## src/hw/ctrl_defines.svh

```systemverilog
`ifndef CTRL_DEFINES_SVH
`define CTRL_DEFINES_SVH

// datapath and address width
`define CTRL_INSN_W 32

// register file address width
`define CTRL_REG_AW 5

// major opcode field
`define CTRL_OPC_MSB 31
`define CTRL_OPC_LSB 26

// register fields of the instruction word
`define CTRL_RD_MSB 25
`define CTRL_RD_LSB 21
`define CTRL_RA_MSB 20
`define CTRL_RA_LSB 16
`define CTRL_RB_MSB 15
`define CTRL_RB_LSB 11

// second alu field
`define CTRL_ALUOP2_W   4
`define CTRL_ALUOP2_MSB 9
`define CTRL_ALUOP2_LSB 6

// compare code sits in the rd field
`define CTRL_COMP_W 4

// nop opcode with bit 16 set marks a void slot
`define CTRL_VOID_BIT 16
`define CTRL_NOP_INSN 32'h1541_0000

// r9 takes the return address
`define CTRL_LINK_REG 5'd9

`endif

```

## src/hw/ctrl_pkg.sv

```systemverilog
`include "ctrl_defines.svh"

package ctrl_pkg;

	// major opcodes of the kept instruction set
	typedef enum logic [`CTRL_OPC_MSB-`CTRL_OPC_LSB:0] {
		OPC_J = 6'h00, OPC_JAL = 6'h01, OPC_BNF = 6'h03, OPC_BF = 6'h04,
		OPC_NOP = 6'h05, OPC_MOVHI = 6'h06, OPC_XSYNC = 6'h08, OPC_RFE = 6'h09,
		OPC_JR = 6'h11, OPC_JALR = 6'h12,
		OPC_LWZ = 6'h21, OPC_LWS = 6'h22, OPC_LBZ = 6'h23, OPC_LBS = 6'h24,
		OPC_LHZ = 6'h25, OPC_LHS = 6'h26,
		OPC_ADDI = 6'h27, OPC_ADDIC = 6'h28, OPC_ANDI = 6'h29, OPC_ORI = 6'h2a,
		OPC_XORI = 6'h2b, OPC_MULI = 6'h2c, OPC_MFSPR = 6'h2d, OPC_SH_ROTI = 6'h2e,
		OPC_SFXXI = 6'h2f, OPC_MTSPR = 6'h30,
		OPC_SW = 6'h35, OPC_SB = 6'h36, OPC_SH = 6'h37,
		OPC_ALU = 6'h38, OPC_SFXX = 6'h39
	} opcode_e;

	typedef enum logic [2:0] {
		BR_NOP = 3'd0, BR_J = 3'd1, BR_JR = 3'd2,
		BR_BF = 3'd4, BR_BNF = 3'd5, BR_RFE = 3'd6
	} branch_op_e;

	// alu sub-ops keep their instruction encoding, nop is out of that range
	typedef enum logic [4:0] {
		ALU_ADD = 5'd0, ALU_ADDC = 5'd1, ALU_SUB = 5'd2, ALU_AND = 5'd3,
		ALU_OR = 5'd4, ALU_XOR = 5'd5, ALU_MUL = 5'd6, ALU_SHROT = 5'd8,
		ALU_DIV = 5'd9, ALU_DIVU = 5'd10, ALU_MULU = 5'd11, ALU_EXTHB = 5'd12,
		ALU_EXTW = 5'd13, ALU_FFL1 = 5'd15, ALU_MOVHI = 5'd16, ALU_COMP = 5'd17,
		ALU_NOP = 5'd31
	} alu_op_e;

	typedef enum logic [3:0] {
		LSU_NOP = 4'b0000,
		LSU_LBZ = 4'b0010, LSU_LBS = 4'b0011, LSU_LHZ = 4'b0100,
		LSU_LHS = 4'b0101, LSU_LWZ = 4'b0110, LSU_LWS = 4'b0111,
		LSU_SB = 4'b1010, LSU_SH = 4'b1100, LSU_SW = 4'b1110
	} lsu_op_e;

	// write-back source, paired with a separate enable
	typedef enum logic [1:0] {
		RFWB_ALU = 2'd0, RFWB_LSU = 2'd1, RFWB_SPRS = 2'd2, RFWB_LR = 2'd3
	} rfwb_src_e;

	// operand source for the alu inputs
	typedef enum logic [1:0] {
		SEL_RF = 2'd0, SEL_IMM = 2'd1, SEL_EX_FORW = 2'd2, SEL_WB_FORW = 2'd3
	} sel_e;

endpackage

```

## src/hw/ctrl_top.sv

```systemverilog
`timescale 1ns/1ps
`include "ctrl_defines.svh"

module ctrl_top import ctrl_pkg::*; (
	input  logic                       clk,
	input  logic                       reset,
	input  logic [`CTRL_INSN_W-1:0]    if_insn,
	input  logic [`CTRL_INSN_W-1:0]    id_pc,
	input  logic                       id_freeze,
	input  logic                       ex_freeze,
	input  logic                       wb_freeze,
	input  logic                       except_flushpipe,
	input  logic                       pc_we,
	input  logic                       extend_flush,
	input  logic                       du_flush_pipe,
	input  logic                       abort_mvspr,
	input  logic                       du_hwbkpt,
	input  logic                       wbforw_valid,
	output logic                       flushpipe,
	output logic [`CTRL_INSN_W-1:0]    id_insn,
	output branch_op_e                 id_branch_op,
	output logic [`CTRL_REG_AW-1:0]    rf_addra,
	output logic [`CTRL_REG_AW-1:0]    rf_addrb,
	output logic                       rf_rda,
	output logic                       rf_rdb,
	output logic [`CTRL_INSN_W-1:0]    id_simm,
	output lsu_op_e                    id_lsu_op,
	output logic [`CTRL_INSN_W-3:0]    id_branch_addrtarget,
	output logic                       multicycle,
	output logic                       id_void,
	output logic [`CTRL_INSN_W-1:0]    ex_insn,
	output logic                       ex_void,
	output logic [`CTRL_INSN_W-1:0]    ex_simm,
	output logic [`CTRL_INSN_W-3:0]    ex_branch_addrtarget,
	output branch_op_e                 ex_branch_op,
	output alu_op_e                    alu_op,
	output logic [`CTRL_ALUOP2_W-1:0]  alu_op2,
	output logic [`CTRL_COMP_W-1:0]    comp_op,
	output rfwb_src_e                  rfwb_op,
	output logic                       rfwb_we,
	output logic [`CTRL_REG_AW-1:0]    rf_addrw,
	output logic                       ex_spr_read,
	output logic                       ex_spr_write,
	output logic                       sig_syscall,
	output logic                       sig_trap,
	output logic                       except_illegal,
	output logic                       rfe,
	output sel_e                       sel_a,
	output sel_e                       sel_b
);

	// registered with id_insn, only forwarding needs it
	logic sel_imm;

	id_stage u_id_stage (
		.clk              (clk),
		.reset            (reset),
		.if_insn          (if_insn),
		.id_freeze        (id_freeze),
		.except_flushpipe (except_flushpipe),
		.pc_we            (pc_we),
		.extend_flush     (extend_flush),
		.du_flush_pipe    (du_flush_pipe),
		.flushpipe        (flushpipe),
		.id_insn          (id_insn),
		.id_branch_op     (id_branch_op),
		.sel_imm          (sel_imm),
		.rf_addra         (rf_addra),
		.rf_addrb         (rf_addrb),
		.rf_rda           (rf_rda),
		.rf_rdb           (rf_rdb)
	);

	id_decode u_id_decode (
		.id_insn              (id_insn),
		.id_pc                (id_pc),
		.id_simm              (id_simm),
		.id_lsu_op            (id_lsu_op),
		.id_branch_addrtarget (id_branch_addrtarget),
		.multicycle           (multicycle),
		.id_void              (id_void)
	);

	ex_stage u_ex_stage (
		.clk                  (clk),
		.reset                (reset),
		.id_freeze            (id_freeze),
		.ex_freeze            (ex_freeze),
		.flushpipe            (flushpipe),
		.abort_mvspr          (abort_mvspr),
		.du_hwbkpt            (du_hwbkpt),
		.id_insn              (id_insn),
		.id_simm              (id_simm),
		.id_branch_addrtarget (id_branch_addrtarget),
		.id_branch_op         (id_branch_op),
		.ex_insn              (ex_insn),
		.ex_void              (ex_void),
		.ex_simm              (ex_simm),
		.ex_branch_addrtarget (ex_branch_addrtarget),
		.ex_branch_op         (ex_branch_op),
		.alu_op               (alu_op),
		.alu_op2              (alu_op2),
		.comp_op              (comp_op),
		.rfwb_op              (rfwb_op),
		.rfwb_we              (rfwb_we),
		.rf_addrw             (rf_addrw),
		.ex_spr_read          (ex_spr_read),
		.ex_spr_write         (ex_spr_write),
		.sig_syscall          (sig_syscall),
		.sig_trap             (sig_trap),
		.except_illegal       (except_illegal),
		.rfe                  (rfe)
	);

	operand_select u_operand_select (
		.clk          (clk),
		.reset        (reset),
		.wb_freeze    (wb_freeze),
		.id_insn      (id_insn),
		.sel_imm      (sel_imm),
		.rf_addrw     (rf_addrw),
		.rfwb_we      (rfwb_we),
		.wbforw_valid (wbforw_valid),
		.sel_a        (sel_a),
		.sel_b        (sel_b)
	);

endmodule

```

## src/hw/ex_stage.sv

```systemverilog
`timescale 1ns/1ps
`include "ctrl_defines.svh"

module ex_stage import ctrl_pkg::*; (
	input  logic                       clk,
	input  logic                       reset,
	input  logic                       id_freeze,
	input  logic                       ex_freeze,
	input  logic                       flushpipe,
	input  logic                       abort_mvspr,
	input  logic                       du_hwbkpt,
	input  logic [`CTRL_INSN_W-1:0]    id_insn,
	input  logic [`CTRL_INSN_W-1:0]    id_simm,
	input  logic [`CTRL_INSN_W-3:0]    id_branch_addrtarget,
	input  branch_op_e                 id_branch_op,
	output logic [`CTRL_INSN_W-1:0]    ex_insn,
	output logic                       ex_void,
	output logic [`CTRL_INSN_W-1:0]    ex_simm,
	output logic [`CTRL_INSN_W-3:0]    ex_branch_addrtarget,
	output branch_op_e                 ex_branch_op,
	output alu_op_e                    alu_op,
	output logic [`CTRL_ALUOP2_W-1:0]  alu_op2,
	output logic [`CTRL_COMP_W-1:0]    comp_op,
	output rfwb_src_e                  rfwb_op,
	output logic                       rfwb_we,
	output logic [`CTRL_REG_AW-1:0]    rf_addrw,
	output logic                       ex_spr_read,
	output logic                       ex_spr_write,
	output logic                       sig_syscall,
	output logic                       sig_trap,
	output logic                       except_illegal,
	output logic                       rfe
);

	opcode_e   id_opc;
	logic      bubble;
	alu_op_e   alu_nxt;
	rfwb_src_e wb_src_nxt;
	logic      wb_we_nxt;
	logic      spr_rd_nxt;
	logic      spr_wr_nxt;
	logic      illegal_nxt;
	logic      spr_read;
	logic      spr_write;

	assign id_opc = opcode_e'(id_insn[`CTRL_OPC_MSB:`CTRL_OPC_LSB]);

	// id held while ex moves on leaves an empty slot behind
	assign bubble = (!ex_freeze && id_freeze) || flushpipe;

	//////////////////////////////
	// alu, write-back and spr decode
	//////////////////////////////

	always_comb begin
		alu_nxt     = ALU_NOP;
		wb_src_nxt  = RFWB_ALU;
		wb_we_nxt   = 1'b1;
		spr_rd_nxt  = 1'b0;
		spr_wr_nxt  = 1'b0;
		illegal_nxt = 1'b0;
		case (id_opc)
			OPC_J, OPC_BNF, OPC_BF, OPC_NOP, OPC_XSYNC, OPC_RFE, OPC_JR,
			OPC_SW, OPC_SB, OPC_SH:
				wb_we_nxt = 1'b0;
			OPC_JAL, OPC_JALR:
				wb_src_nxt = RFWB_LR;
			OPC_LWZ, OPC_LWS, OPC_LBZ, OPC_LBS, OPC_LHZ, OPC_LHS:
				wb_src_nxt = RFWB_LSU;
			OPC_MOVHI:   alu_nxt = ALU_MOVHI;
			OPC_ADDI:    alu_nxt = ALU_ADD;
			OPC_ADDIC:   alu_nxt = ALU_ADDC;
			OPC_ANDI:    alu_nxt = ALU_AND;
			OPC_ORI:     alu_nxt = ALU_OR;
			OPC_XORI:    alu_nxt = ALU_XOR;
			OPC_MULI:    alu_nxt = ALU_MUL;
			OPC_SH_ROTI: alu_nxt = ALU_SHROT;
			OPC_MFSPR: begin
				wb_src_nxt = RFWB_SPRS;
				spr_rd_nxt = 1'b1;
			end
			OPC_MTSPR: begin
				wb_we_nxt  = 1'b0;
				spr_wr_nxt = 1'b1;
			end
			// set-flag ops only write the flag
			OPC_SFXX, OPC_SFXXI: begin
				alu_nxt   = ALU_COMP;
				wb_we_nxt = 1'b0;
			end
			OPC_ALU: begin
				alu_nxt     = alu_op_e'({1'b0, id_insn[3:0]});
				// no divider, ffl1 or extension unit here
				illegal_nxt = (alu_nxt == ALU_DIV) || (alu_nxt == ALU_DIVU) ||
				              (alu_nxt == ALU_FFL1) || (alu_nxt == ALU_EXTHB) ||
				              (alu_nxt == ALU_EXTW);
			end
			default: begin
				wb_we_nxt   = 1'b0;
				illegal_nxt = 1'b1;
			end
		endcase
	end

	//////////////////////////////
	// id -> ex control registers
	//////////////////////////////

	always_ff @(posedge clk) begin
		if (reset || bubble) begin
			ex_insn        <= `CTRL_NOP_INSN;
			ex_branch_op   <= BR_NOP;
			alu_op         <= ALU_NOP;
			alu_op2        <= '0;
			comp_op        <= '0;
			rfwb_op        <= RFWB_ALU;
			rfwb_we        <= 1'b0;
			rf_addrw       <= '0;
			spr_read       <= 1'b0;
			spr_write      <= 1'b0;
			sig_syscall    <= 1'b0;
			sig_trap       <= 1'b0;
			except_illegal <= 1'b0;
		end else if (!ex_freeze) begin
			ex_insn        <= id_insn;
			ex_branch_op   <= id_branch_op;
			alu_op         <= alu_nxt;
			alu_op2        <= id_insn[`CTRL_ALUOP2_MSB:`CTRL_ALUOP2_LSB];
			comp_op        <= id_insn[24:21];
			rfwb_op        <= wb_src_nxt;
			rfwb_we        <= wb_we_nxt;
			// jal and jalr link through r9
			if ((id_opc == OPC_JAL) || (id_opc == OPC_JALR))
				rf_addrw <= `CTRL_LINK_REG;
			else
				rf_addrw <= id_insn[`CTRL_RD_MSB:`CTRL_RD_LSB];
			spr_read       <= spr_rd_nxt;
			spr_write      <= spr_wr_nxt;
			sig_syscall    <= (id_opc == OPC_XSYNC) && (id_insn[25:23] == 3'b000);
			sig_trap       <= ((id_opc == OPC_XSYNC) && (id_insn[25:23] == 3'b010)) || du_hwbkpt;
			except_illegal <= illegal_nxt;
		end
	end

	// operands only follow the pipe
	always_ff @(posedge clk) begin
		if (!ex_freeze) begin
			ex_simm              <= id_simm;
			ex_branch_addrtarget <= id_branch_addrtarget;
		end
	end

	assign ex_void = (ex_insn[`CTRL_OPC_MSB:`CTRL_OPC_LSB] == OPC_NOP) && ex_insn[`CTRL_VOID_BIT];

	// a failed spr move is dropped
	assign ex_spr_read  = spr_read && !abort_mvspr;
	assign ex_spr_write = spr_write && !abort_mvspr;

	assign rfe = (id_branch_op == BR_RFE) || (ex_branch_op == BR_RFE);

endmodule

```

## src/hw/id_decode.sv

```systemverilog
`timescale 1ns/1ps
`include "ctrl_defines.svh"

module id_decode import ctrl_pkg::*; (
	input  logic [`CTRL_INSN_W-1:0]  id_insn,
	input  logic [`CTRL_INSN_W-1:0]  id_pc,
	output logic [`CTRL_INSN_W-1:0]  id_simm,
	output lsu_op_e                  id_lsu_op,
	output logic [`CTRL_INSN_W-3:0]  id_branch_addrtarget,
	output logic                     multicycle,
	output logic                     id_void
);

	opcode_e id_opc;
	logic    imm_sign;
	logic    st_sign;

	assign id_opc   = opcode_e'(id_insn[`CTRL_OPC_MSB:`CTRL_OPC_LSB]);
	assign imm_sign = id_insn[15];
	assign st_sign  = id_insn[25];

	//////////////////////////////
	// immediate extension
	//////////////////////////////

	// stores and mtspr split the offset around the rb field
	always_comb begin
		case (id_opc)
			OPC_ADDI, OPC_ADDIC, OPC_MULI, OPC_XORI, OPC_SFXXI,
			OPC_LWZ, OPC_LWS, OPC_LBZ, OPC_LBS, OPC_LHZ, OPC_LHS:
				id_simm = {{16{imm_sign}}, id_insn[15:0]};
			OPC_MTSPR:
				id_simm = {16'b0, id_insn[25:21], id_insn[10:0]};
			OPC_SW, OPC_SB, OPC_SH:
				id_simm = {{16{st_sign}}, id_insn[25:21], id_insn[10:0]};
			default:
				id_simm = {16'b0, id_insn[15:0]};
		endcase
	end

	//////////////////////////////
	// load/store kind
	//////////////////////////////

	always_comb begin
		case (id_opc)
			OPC_LWZ: id_lsu_op = LSU_LWZ;
			OPC_LWS: id_lsu_op = LSU_LWS;
			OPC_LBZ: id_lsu_op = LSU_LBZ;
			OPC_LBS: id_lsu_op = LSU_LBS;
			OPC_LHZ: id_lsu_op = LSU_LHZ;
			OPC_LHS: id_lsu_op = LSU_LHS;
			OPC_SW:  id_lsu_op = LSU_SW;
			OPC_SB:  id_lsu_op = LSU_SB;
			OPC_SH:  id_lsu_op = LSU_SH;
			default: id_lsu_op = LSU_NOP;
		endcase
	end

	// word-aligned target, offset counts instructions
	assign id_branch_addrtarget = {{4{id_insn[25]}}, id_insn[25:0]} + id_pc[31:2];

	// rfe and mfspr need a second cycle for the spr access
	assign multicycle = (id_opc == OPC_RFE) || (id_opc == OPC_MFSPR);

	assign id_void = (id_opc == OPC_NOP) && id_insn[`CTRL_VOID_BIT];

endmodule

```

## src/hw/id_stage.sv

```systemverilog
`timescale 1ns/1ps
`include "ctrl_defines.svh"

module id_stage import ctrl_pkg::*; (
	input  logic                     clk,
	input  logic                     reset,
	input  logic [`CTRL_INSN_W-1:0]  if_insn,
	input  logic                     id_freeze,
	input  logic                     except_flushpipe,
	input  logic                     pc_we,
	input  logic                     extend_flush,
	input  logic                     du_flush_pipe,
	output logic                     flushpipe,
	output logic [`CTRL_INSN_W-1:0]  id_insn,
	output branch_op_e               id_branch_op,
	output logic                     sel_imm,
	output logic [`CTRL_REG_AW-1:0]  rf_addra,
	output logic [`CTRL_REG_AW-1:0]  rf_addrb,
	output logic                     rf_rda,
	output logic                     rf_rdb
);

	opcode_e    if_opc;
	branch_op_e if_branch_op;
	logic       if_has_imm;

	assign if_opc = opcode_e'(if_insn[`CTRL_OPC_MSB:`CTRL_OPC_LSB]);

	// one flush for the whole pipe
	assign flushpipe = except_flushpipe | pc_we | extend_flush | du_flush_pipe;

	// register file is read straight from the fetched word
	assign rf_addra = if_insn[`CTRL_RA_MSB:`CTRL_RA_LSB];
	assign rf_addrb = if_insn[`CTRL_RB_MSB:`CTRL_RB_LSB];
	assign rf_rda   = if_insn[31];
	assign rf_rdb   = if_insn[30];

	//////////////////////////////
	// branch kind and immediate form
	//////////////////////////////

	always_comb begin
		case (if_opc)
			OPC_J, OPC_JAL:   if_branch_op = BR_J;
			OPC_JR, OPC_JALR: if_branch_op = BR_JR;
			OPC_BNF:          if_branch_op = BR_BNF;
			OPC_BF:           if_branch_op = BR_BF;
			OPC_RFE:          if_branch_op = BR_RFE;
			default:          if_branch_op = BR_NOP;
		endcase
	end

	// register-register forms take operand b from the file
	always_comb begin
		case (if_opc)
			OPC_JALR, OPC_JR, OPC_RFE, OPC_MFSPR, OPC_MTSPR, OPC_XSYNC,
			OPC_SW, OPC_SB, OPC_SH, OPC_ALU, OPC_SFXX, OPC_NOP:
				if_has_imm = 1'b0;
			default:
				if_has_imm = 1'b1;
		endcase
	end

	//////////////////////////////
	// if -> id latch
	//////////////////////////////

	// flush wins over freeze
	always_ff @(posedge clk) begin
		if (reset || flushpipe) begin
			id_insn      <= `CTRL_NOP_INSN;
			id_branch_op <= BR_NOP;
		end else if (!id_freeze) begin
			id_insn      <= if_insn;
			id_branch_op <= if_branch_op;
		end
	end

	always_ff @(posedge clk) begin
		if (reset)
			sel_imm <= 1'b0;
		else if (!id_freeze)
			sel_imm <= if_has_imm;
	end

endmodule

```

## src/hw/operand_select.sv

```systemverilog
`timescale 1ns/1ps
`include "ctrl_defines.svh"

module operand_select import ctrl_pkg::*; (
	input  logic                     clk,
	input  logic                     reset,
	input  logic                     wb_freeze,
	input  logic [`CTRL_INSN_W-1:0]  id_insn,
	input  logic                     sel_imm,
	input  logic [`CTRL_REG_AW-1:0]  rf_addrw,
	input  logic                     rfwb_we,
	input  logic                     wbforw_valid,
	output sel_e                     sel_a,
	output sel_e                     sel_b
);

	logic [`CTRL_REG_AW-1:0] wb_rfaddrw;

	// ex result beats the older wb result
	function automatic sel_e fwd_sel(input logic [`CTRL_REG_AW-1:0] src);
		sel_e sel;
		if ((src == rf_addrw) && rfwb_we)
			sel = SEL_EX_FORW;
		else if ((src == wb_rfaddrw) && wbforw_valid)
			sel = SEL_WB_FORW;
		else
			sel = SEL_RF;
		return sel;
	endfunction

	// destination one stage behind ex
	always_ff @(posedge clk) begin
		if (reset)
			wb_rfaddrw <= '0;
		else if (!wb_freeze)
			wb_rfaddrw <= rf_addrw;
	end

	//////////////////////////////
	// operand sources
	//////////////////////////////

	assign sel_a = fwd_sel(id_insn[`CTRL_RA_MSB:`CTRL_RA_LSB]);
	assign sel_b = sel_imm ? SEL_IMM : fwd_sel(id_insn[`CTRL_RB_MSB:`CTRL_RB_LSB]);

endmodule

```

## config.mk

```make
export PLATFORM = sky130hd
export DESIGN_NAME = ctrl_top
export DESIGN_NICKNAME = d
export VERILOG_FILES = /design/src/hw/ctrl_pkg.sv /design/src/hw/ctrl_top.sv /design/src/hw/ex_stage.sv /design/src/hw/id_decode.sv /design/src/hw/id_stage.sv /design/src/hw/operand_select.sv
export VERILOG_INCLUDE_DIRS = /design/src /design/src/hw
export SDC_FILE = /design/constraint.sdc
export NUM_CORES = 1
export LEC_CHECK = 0
export BUFFER_PORTS_ARGS = -buffer_cell sky130_fd_sc_hd__buf_2
export CORE_MARGIN = 5
export CORE_UTILIZATION = 49
export CTS_BUF_LIST = sky130_fd_sc_hd__clkbuf_16
export CTS_CLUSTER_DIAMETER = 60
export DETAILED_ROUTE_END_ITERATION = 12
export PLACE_DENSITY = 0.9
export SLEW_MARGIN = 20
export SYNTH_ARGS = -nofsm -noshare
export SYNTH_HDL_FRONTEND = slang
export SYNTH_SLANG_ARGS = --single-unit
```

## constraint.sdc

```tcl
create_clock -name clk -period 3.2 [get_ports clk]
set_input_delay 0.32 -clock clk [delete_from_list [all_inputs] [get_ports clk]]
set_output_delay 0.32 -clock clk [all_outputs]
set_load 0.05 [all_outputs]
```

# After elaboration in Yosys (flattened, before gate mapping)
# Cells that the tools add are included.
dict set report totals {
  regBits 164
  out_inout_bits 245
  input_bits 76
  wordCells 134
}
dict set report classes {
  n_reduce_logical 37
  bitwise 3
  muxes 16
  n_eq_ne 58
  n_addsub 1
}
# operator n
set ops {}
lappend ops {{equality test 6 bit (second input constant)} 28}
lappend ops {{one-hot mux 32 bit (3 select lines)} 1}
lappend ops {{one-hot mux 5 bit (10 select lines)} 1}
lappend ops {{equality test 6 x 3 -> 1 bit (second input constant)} 6}
lappend ops {{one-hot mux 4 bit (9 select lines)} 1}
lappend ops {{adder 30 bit} 1}
lappend ops {{OR reduction 30 bit} 1}
lappend ops {{equality test 6 x 4 -> 1 bit (second input constant)} 4}
lappend ops {{equality test 6 x 5 -> 1 bit (second input constant)} 4}
lappend ops {{equality test 4 bit (second input constant)} 5}
lappend ops {{equality test 5 bit} 4}
lappend ops {{OR reduction 18 bit} 1}
lappend ops {{one-hot mux 3 bit (5 select lines)} 1}
lappend ops {{equality test 6 x 1 -> 1 bit (second input constant)} 2}
lappend ops {{equality test 6 x 2 -> 1 bit (second input constant)} 2}
lappend ops {{zero test 6 bit} 2}
lappend ops {{OR reduction 12 bit} 1}
lappend ops {{logical AND 1 bit} 11}
lappend ops {{logical OR 1 bit} 11}
lappend ops {{OR reduction 11 bit} 1}
lappend ops {{two-way mux 2 bit} 5}
lappend ops {{OR reduction 2 bit} 4}
lappend ops {{equality test 3 bit (second input constant)} 2}
lappend ops {{one-hot mux 2 bit (3 select lines)} 1}
lappend ops {{9 further kinds} 15}

# Depth between registers and ports, before layout
dict set report depth {
  ltp_word 6
  depth_mapped 10
  depth_no_buf 10
}

# By module
# A second synthesis with hierarchy kept.
dict set report hier_totals {
  hier_cells 897
  hier_area_um2 8794.7
}
# mod seq_area_each_um2 cells_per_inst instances area_per_inst_um2
set modules_own_cells {}
lappend modules_own_cells {ex_stage 2962.8 364 1 4491.8}
lappend modules_own_cells {id_decode 0.0 323 1 2321.0}
lappend modules_own_cells {id_stage 720.7 162 1 1547.7}
lappend modules_own_cells {operand_select 100.1 48 1 434.2}

# Least setup slack after synthesis
# Ideal clock, no wire load.
dict set report synth_path {
  path_kind {flip-flop to flip-flop}
  from {reg u_id_stage.id_insn[1]}
  to {reg u_ex_stage.ex_branch_addrtarget[29] (data pin)}
  required_time_ns 2.660
  period_less_slack_ns 5.105
  path_buffers 0
  setup_time_ns 0.540
  slack_ns -1.905
  stages_incl_launch_ff 10
  arrival_time_ns 4.565
  cell_sequence {dfxtp_1 > ha_1 > a21oi_2 > nor2_2 > or4_4 > a21o_2 > a41oi_4 > o21ai_2 > a311o_1 > a2111oi_1}
}
dict set report synth_between {
  elab_chain_cells 1
}
# element line
set synth_rtl {}
lappend synth_rtl {{start, declared} id_stage.sv:14} ;# output logic [`CTRL_INSN_W-1:0] id_insn,
lappend synth_rtl {{start signal, assigned} id_stage.sv:71} ;# id_insn <= `CTRL_NOP_INSN;
lappend synth_rtl {{start signal, assigned} id_stage.sv:74} ;# id_insn <= if_insn;
lappend synth_rtl {{adder 30 bit} id_decode.sv:61} ;# assign id_branch_addrtarget = {{4{id_insn[25]}}, id_insn[25:0]} + id_pc[31:2];
lappend synth_rtl {{net id_branch_addrtarget[29]} ctrl_top.sv:28} ;# output logic [`CTRL_INSN_W-3:0] id_branch_addrtarget,
lappend synth_rtl {{end signal, assigned} ex_stage.sv:149} ;# ex_branch_addrtarget <= id_branch_addrtarget;
lappend synth_rtl {{end, declared} ex_stage.sv:19} ;# output logic [`CTRL_INSN_W-3:0] ex_branch_addrtarget,
# The timed path passes the listed nets, and every way through them passes these cells.
# A chain may end at the register's enable or synchronous reset.

# Worst setup path after layout
dict set report layout_path {
  from {reg u_id_stage.id_insn[0]}
  to {out id_branch_addrtarget[29]}
}
dict set report layout_between {
  elab_chain_cells 1
}
# element line
set layout_rtl {}
lappend layout_rtl {{adder 30 bit} id_decode.sv:61}
lappend layout_rtl {{end, declared} ctrl_top.sv:28}
# No other way between the ends.

==> metrics.csv <==
metric,value,unit
stdcell_count,1352,
max_stage_delay,0.54,ns
cp.depth,11,
dp.cells,1302,
cp.arrival,3.15,ns
layout.nets,1233,
hpwlAfterDp,19600,um
fin_crit_sh,109,%
dieArea,0.0182,mm^2
grt_pass1_wl,39800,um
finalCriticalPeriod,3.47,ns
wl_per_cell,20.5,um
p_clk_share,40.2,%
synth_area_leaders,"dfxtp_1 (25%), edfxtp_1 (18%), mux2i_1 (8.6%)",
syn_to_final_growth,39.0,%
synth_common_cells,"nor2_1 (110), dfxtp_1 (96), mux2i_1 (66)",
placed_area,0.00958,mm^2
finalSetupViolCount,10,
maxSlewViolCount,0,
portBuffers,318,
hold_depth,3,
coreArea,0.0153,mm^2
dr.pass1.iters,6,
worstHoldPathType,in2reg,
yosysTopAreaCellShare,25.1,%
yosysWarnings,0,
syn_inst,807,
maxCapViolCount,0,
antenna_found_initial,1,
p_total,4.64,mW
cts_max_level,4,
seq_area_frac_synth,43.5,%
die_h,135,um
pwr_density_cell,436,mW/mm^2
rsz0062_at_grt,yes,
num_rows,45,
cp_top_family,compound AO/OA/AOI/OAI gates,
cts.clk_slew.worst_paths,0.06,ns
crit_buf_inv,2,
die_w,135,um
grt_max_degree,45,
seq_power_share,41.6,%
io_pins,321,
peakVddDrop,337,uV
cp_max_fo,4,
synth_edf_count,47,
cts_made_buffers,17,
drc,0,
synth_nets,913,
status,"complete, but fails checks",
finalInstanceArea,0.0106,mm^2
post_drt_via_cell_ratio,5.68,
vias,7677,
drt_iter0_markers,764,
initial_core_util,50.2,%
grt_pass1_vias,7241,
drt_wl_total,27700,um
worstSetupPathType,reg2out,
fin_skew,0.00798,ns
synthesis.area,0.00766,mm^2
place_congestion,0.924,
drive_gt1_share,44.7,%
clkLatencyLatePin,0.42,ns
required,2.88,ns
synth_top_area_cell,dfxtp_1,
place_ws,-0.239,ns
clock.fmax,0.288,GHz
combPwrFrac,18.2,%
worstSetupStartpointType,flop,
cp_cell_sequence,"ha_4, buf_6, a21oi_4, nor2_2, or4_4, a21o_4, a41oi_4, o21ai_4, a311o_1, a2111oi_4, buf_6",
end_kind,primary output,
cts_buffer_depth,2,
root_buffer,clkbuf_16,
synth_area_per_cell,9.49,um^2
synth_most_common_cell,nor2_1,
setup_slack,-0.272,ns
yosys_most_used_dff,dfxtp_1,
postCtsHoldBufs,0,
power.net_switching,1.46,mW
async_flop_share,0,%
crit_top_cell,buf_6,
yosys.cell_types.count,66,
grt_usage,27.9,%
crit_slowest_cell,or4_4,
clock_sinks,143,
p_int,3.18,mW
p_leak,5.16,nW
relSlewSlack,42.6,%
postRouteAntennaNets,0,
cts_tree,done,
worstMarginPinSlew,0.858,ns
finalHoldViolCount,0,
switching_share,31.5,%
ys_seq_elements,143,
ff2ff_path_depth,13,
violations,setup timing,
overflow,0,
## state kept, by name, indices dropped and copies added (netlist names), 4 cells and up
| signal | cells |
|---|---|
| u_ex_stage.comp_op | 4 |
| u_ex_stage.rf_addrw | 5 |
| u_ex_stage.ex_insn | 27 |
| u_ex_stage.ex_branch_addrtarget | 30 |
| u_id_stage.id_insn | 32 |
| u_ex_stage.alu_op | 5 |
| u_operand_select.wb_rfaddrw | 5 |
| u_ex_stage.ex_simm | 17 |
## metal layers
metal,wire (um),track usage [%]
met5,0,0
met4,782,11.1
met3,2480,5.10
met2,14000,49.3
met1,10500,33.7
## area by class of cell
type	instances	area [um^2]
Sequential cell	143	3360
Clock inverter	15	125
Antenna cell	1	2.50
Timing Repair Buffer	399	2300
Clock buffer	17	425
Inverter	11	41.3
Fill cell	1107	4610
Multi-Input combinational cell	555	4120
Tap cell	211	264
## timing repair
action,4_1_cts,5_1_grt
gates resized for setup,47,40
endpoints found under the setup margin,15,16
pin swaps,16,17
buffers inserted,6,11
## logic make-up (layout without fill, tap and decap cells)
group / after synthesis / after routing / synth area share, %
AO/OA/AOI/OAI: 158 / 158 / 13.5
XOR/XNOR: 52 / 52 / 5.95
adder cells (fa/ha/maj): 30 / 30 / 5.00
buffers and inverters: 109 / 442 / 8.23
flip-flops: 143 / 143 / 43.5
multiplexers: 71 / 71 / 9.36
other: 0 / 1 / 0
AND/OR/NAND/NOR: 244 / 244 / 14.5
## power groups by stage
stage | sequential [mW] | combinational (mW) | clock (mW)
floorplan | 2.11 | 0.429 | 0
global placement | 1.97 | 0.757 | 0
detailed placement | 1.97 | 0.770 | 0
CTS | 1.93 | 0.804 | 1.88
global route | 1.93 | 0.878 | 1.97
finish | 1.93 | 0.844 | 1.87
## worst register-to-register path, delay by kind of cell, from the launching register on
| family | cells | cell delay [ns] |
|---|---|---|
| AO/OA/AOI/OAI | 6 | 1.04 |
| adder cells (fa/ha/maj) | 2 | 0.53 |
| buffers and inverters | 3 | 0.45 |
| flip-flops | 1 | 0.34 |
| XOR/XNOR | 1 | 0.10 |
| AND/OR/NAND/NOR | 1 | 0.09 |
## path summary, 6_finish.rpt
path	slack (ns)	startpoint	endpoint
worst max-delay path	-0.27	u_id_stage.id_insn[0]	id_branch_addrtarget[29]
worst min-delay path	0.11	if_insn[22]	u_id_stage.id_insn[22]
worst max register to register	0.42	u_id_stage.id_insn[0]	u_ex_stage.ex_branch_addrtarget[22]
worst min register to register	0.47	u_ex_stage.comp_op[3]	u_ex_stage.comp_op[3]
## through the flow
step	setup TNS (ns)	hold WS [ns]	utilization [%]
finish	-1.38	0.105	69.8
global route	-2.39	0.112	69.8
CTS	-0.768	0.0922	68.1
detailed placement	-0.546	0.460	62.8
global placement	-0.357	0.452	62.8
floorplan	-0.177	0.445	-
## layout by cell type, fill, tap and decap left out, drive strengths merged, types with 4 or more instances in the layout
master and instances:
buf 398, nor2 111, dfxtp 96, mux2i 66, nand2 52, a21oi 52
edfxtp 47, o21ai 31, xor2 29, ha 29, xnor2 23, inv 19
clkbuf 18, a21o 16, nor4 13, nor3 13, nand3 12, nor2b 8
o22ai 7, a31oi 6, or3 6, and3 5, nand2b 5, o211ai 5
mux2 5, o21bai 4, or2 4, and2 4, clkinv 4, o31ai 4
a2111oi 4
Note: power is estimated with default switching activity, not from simulation.
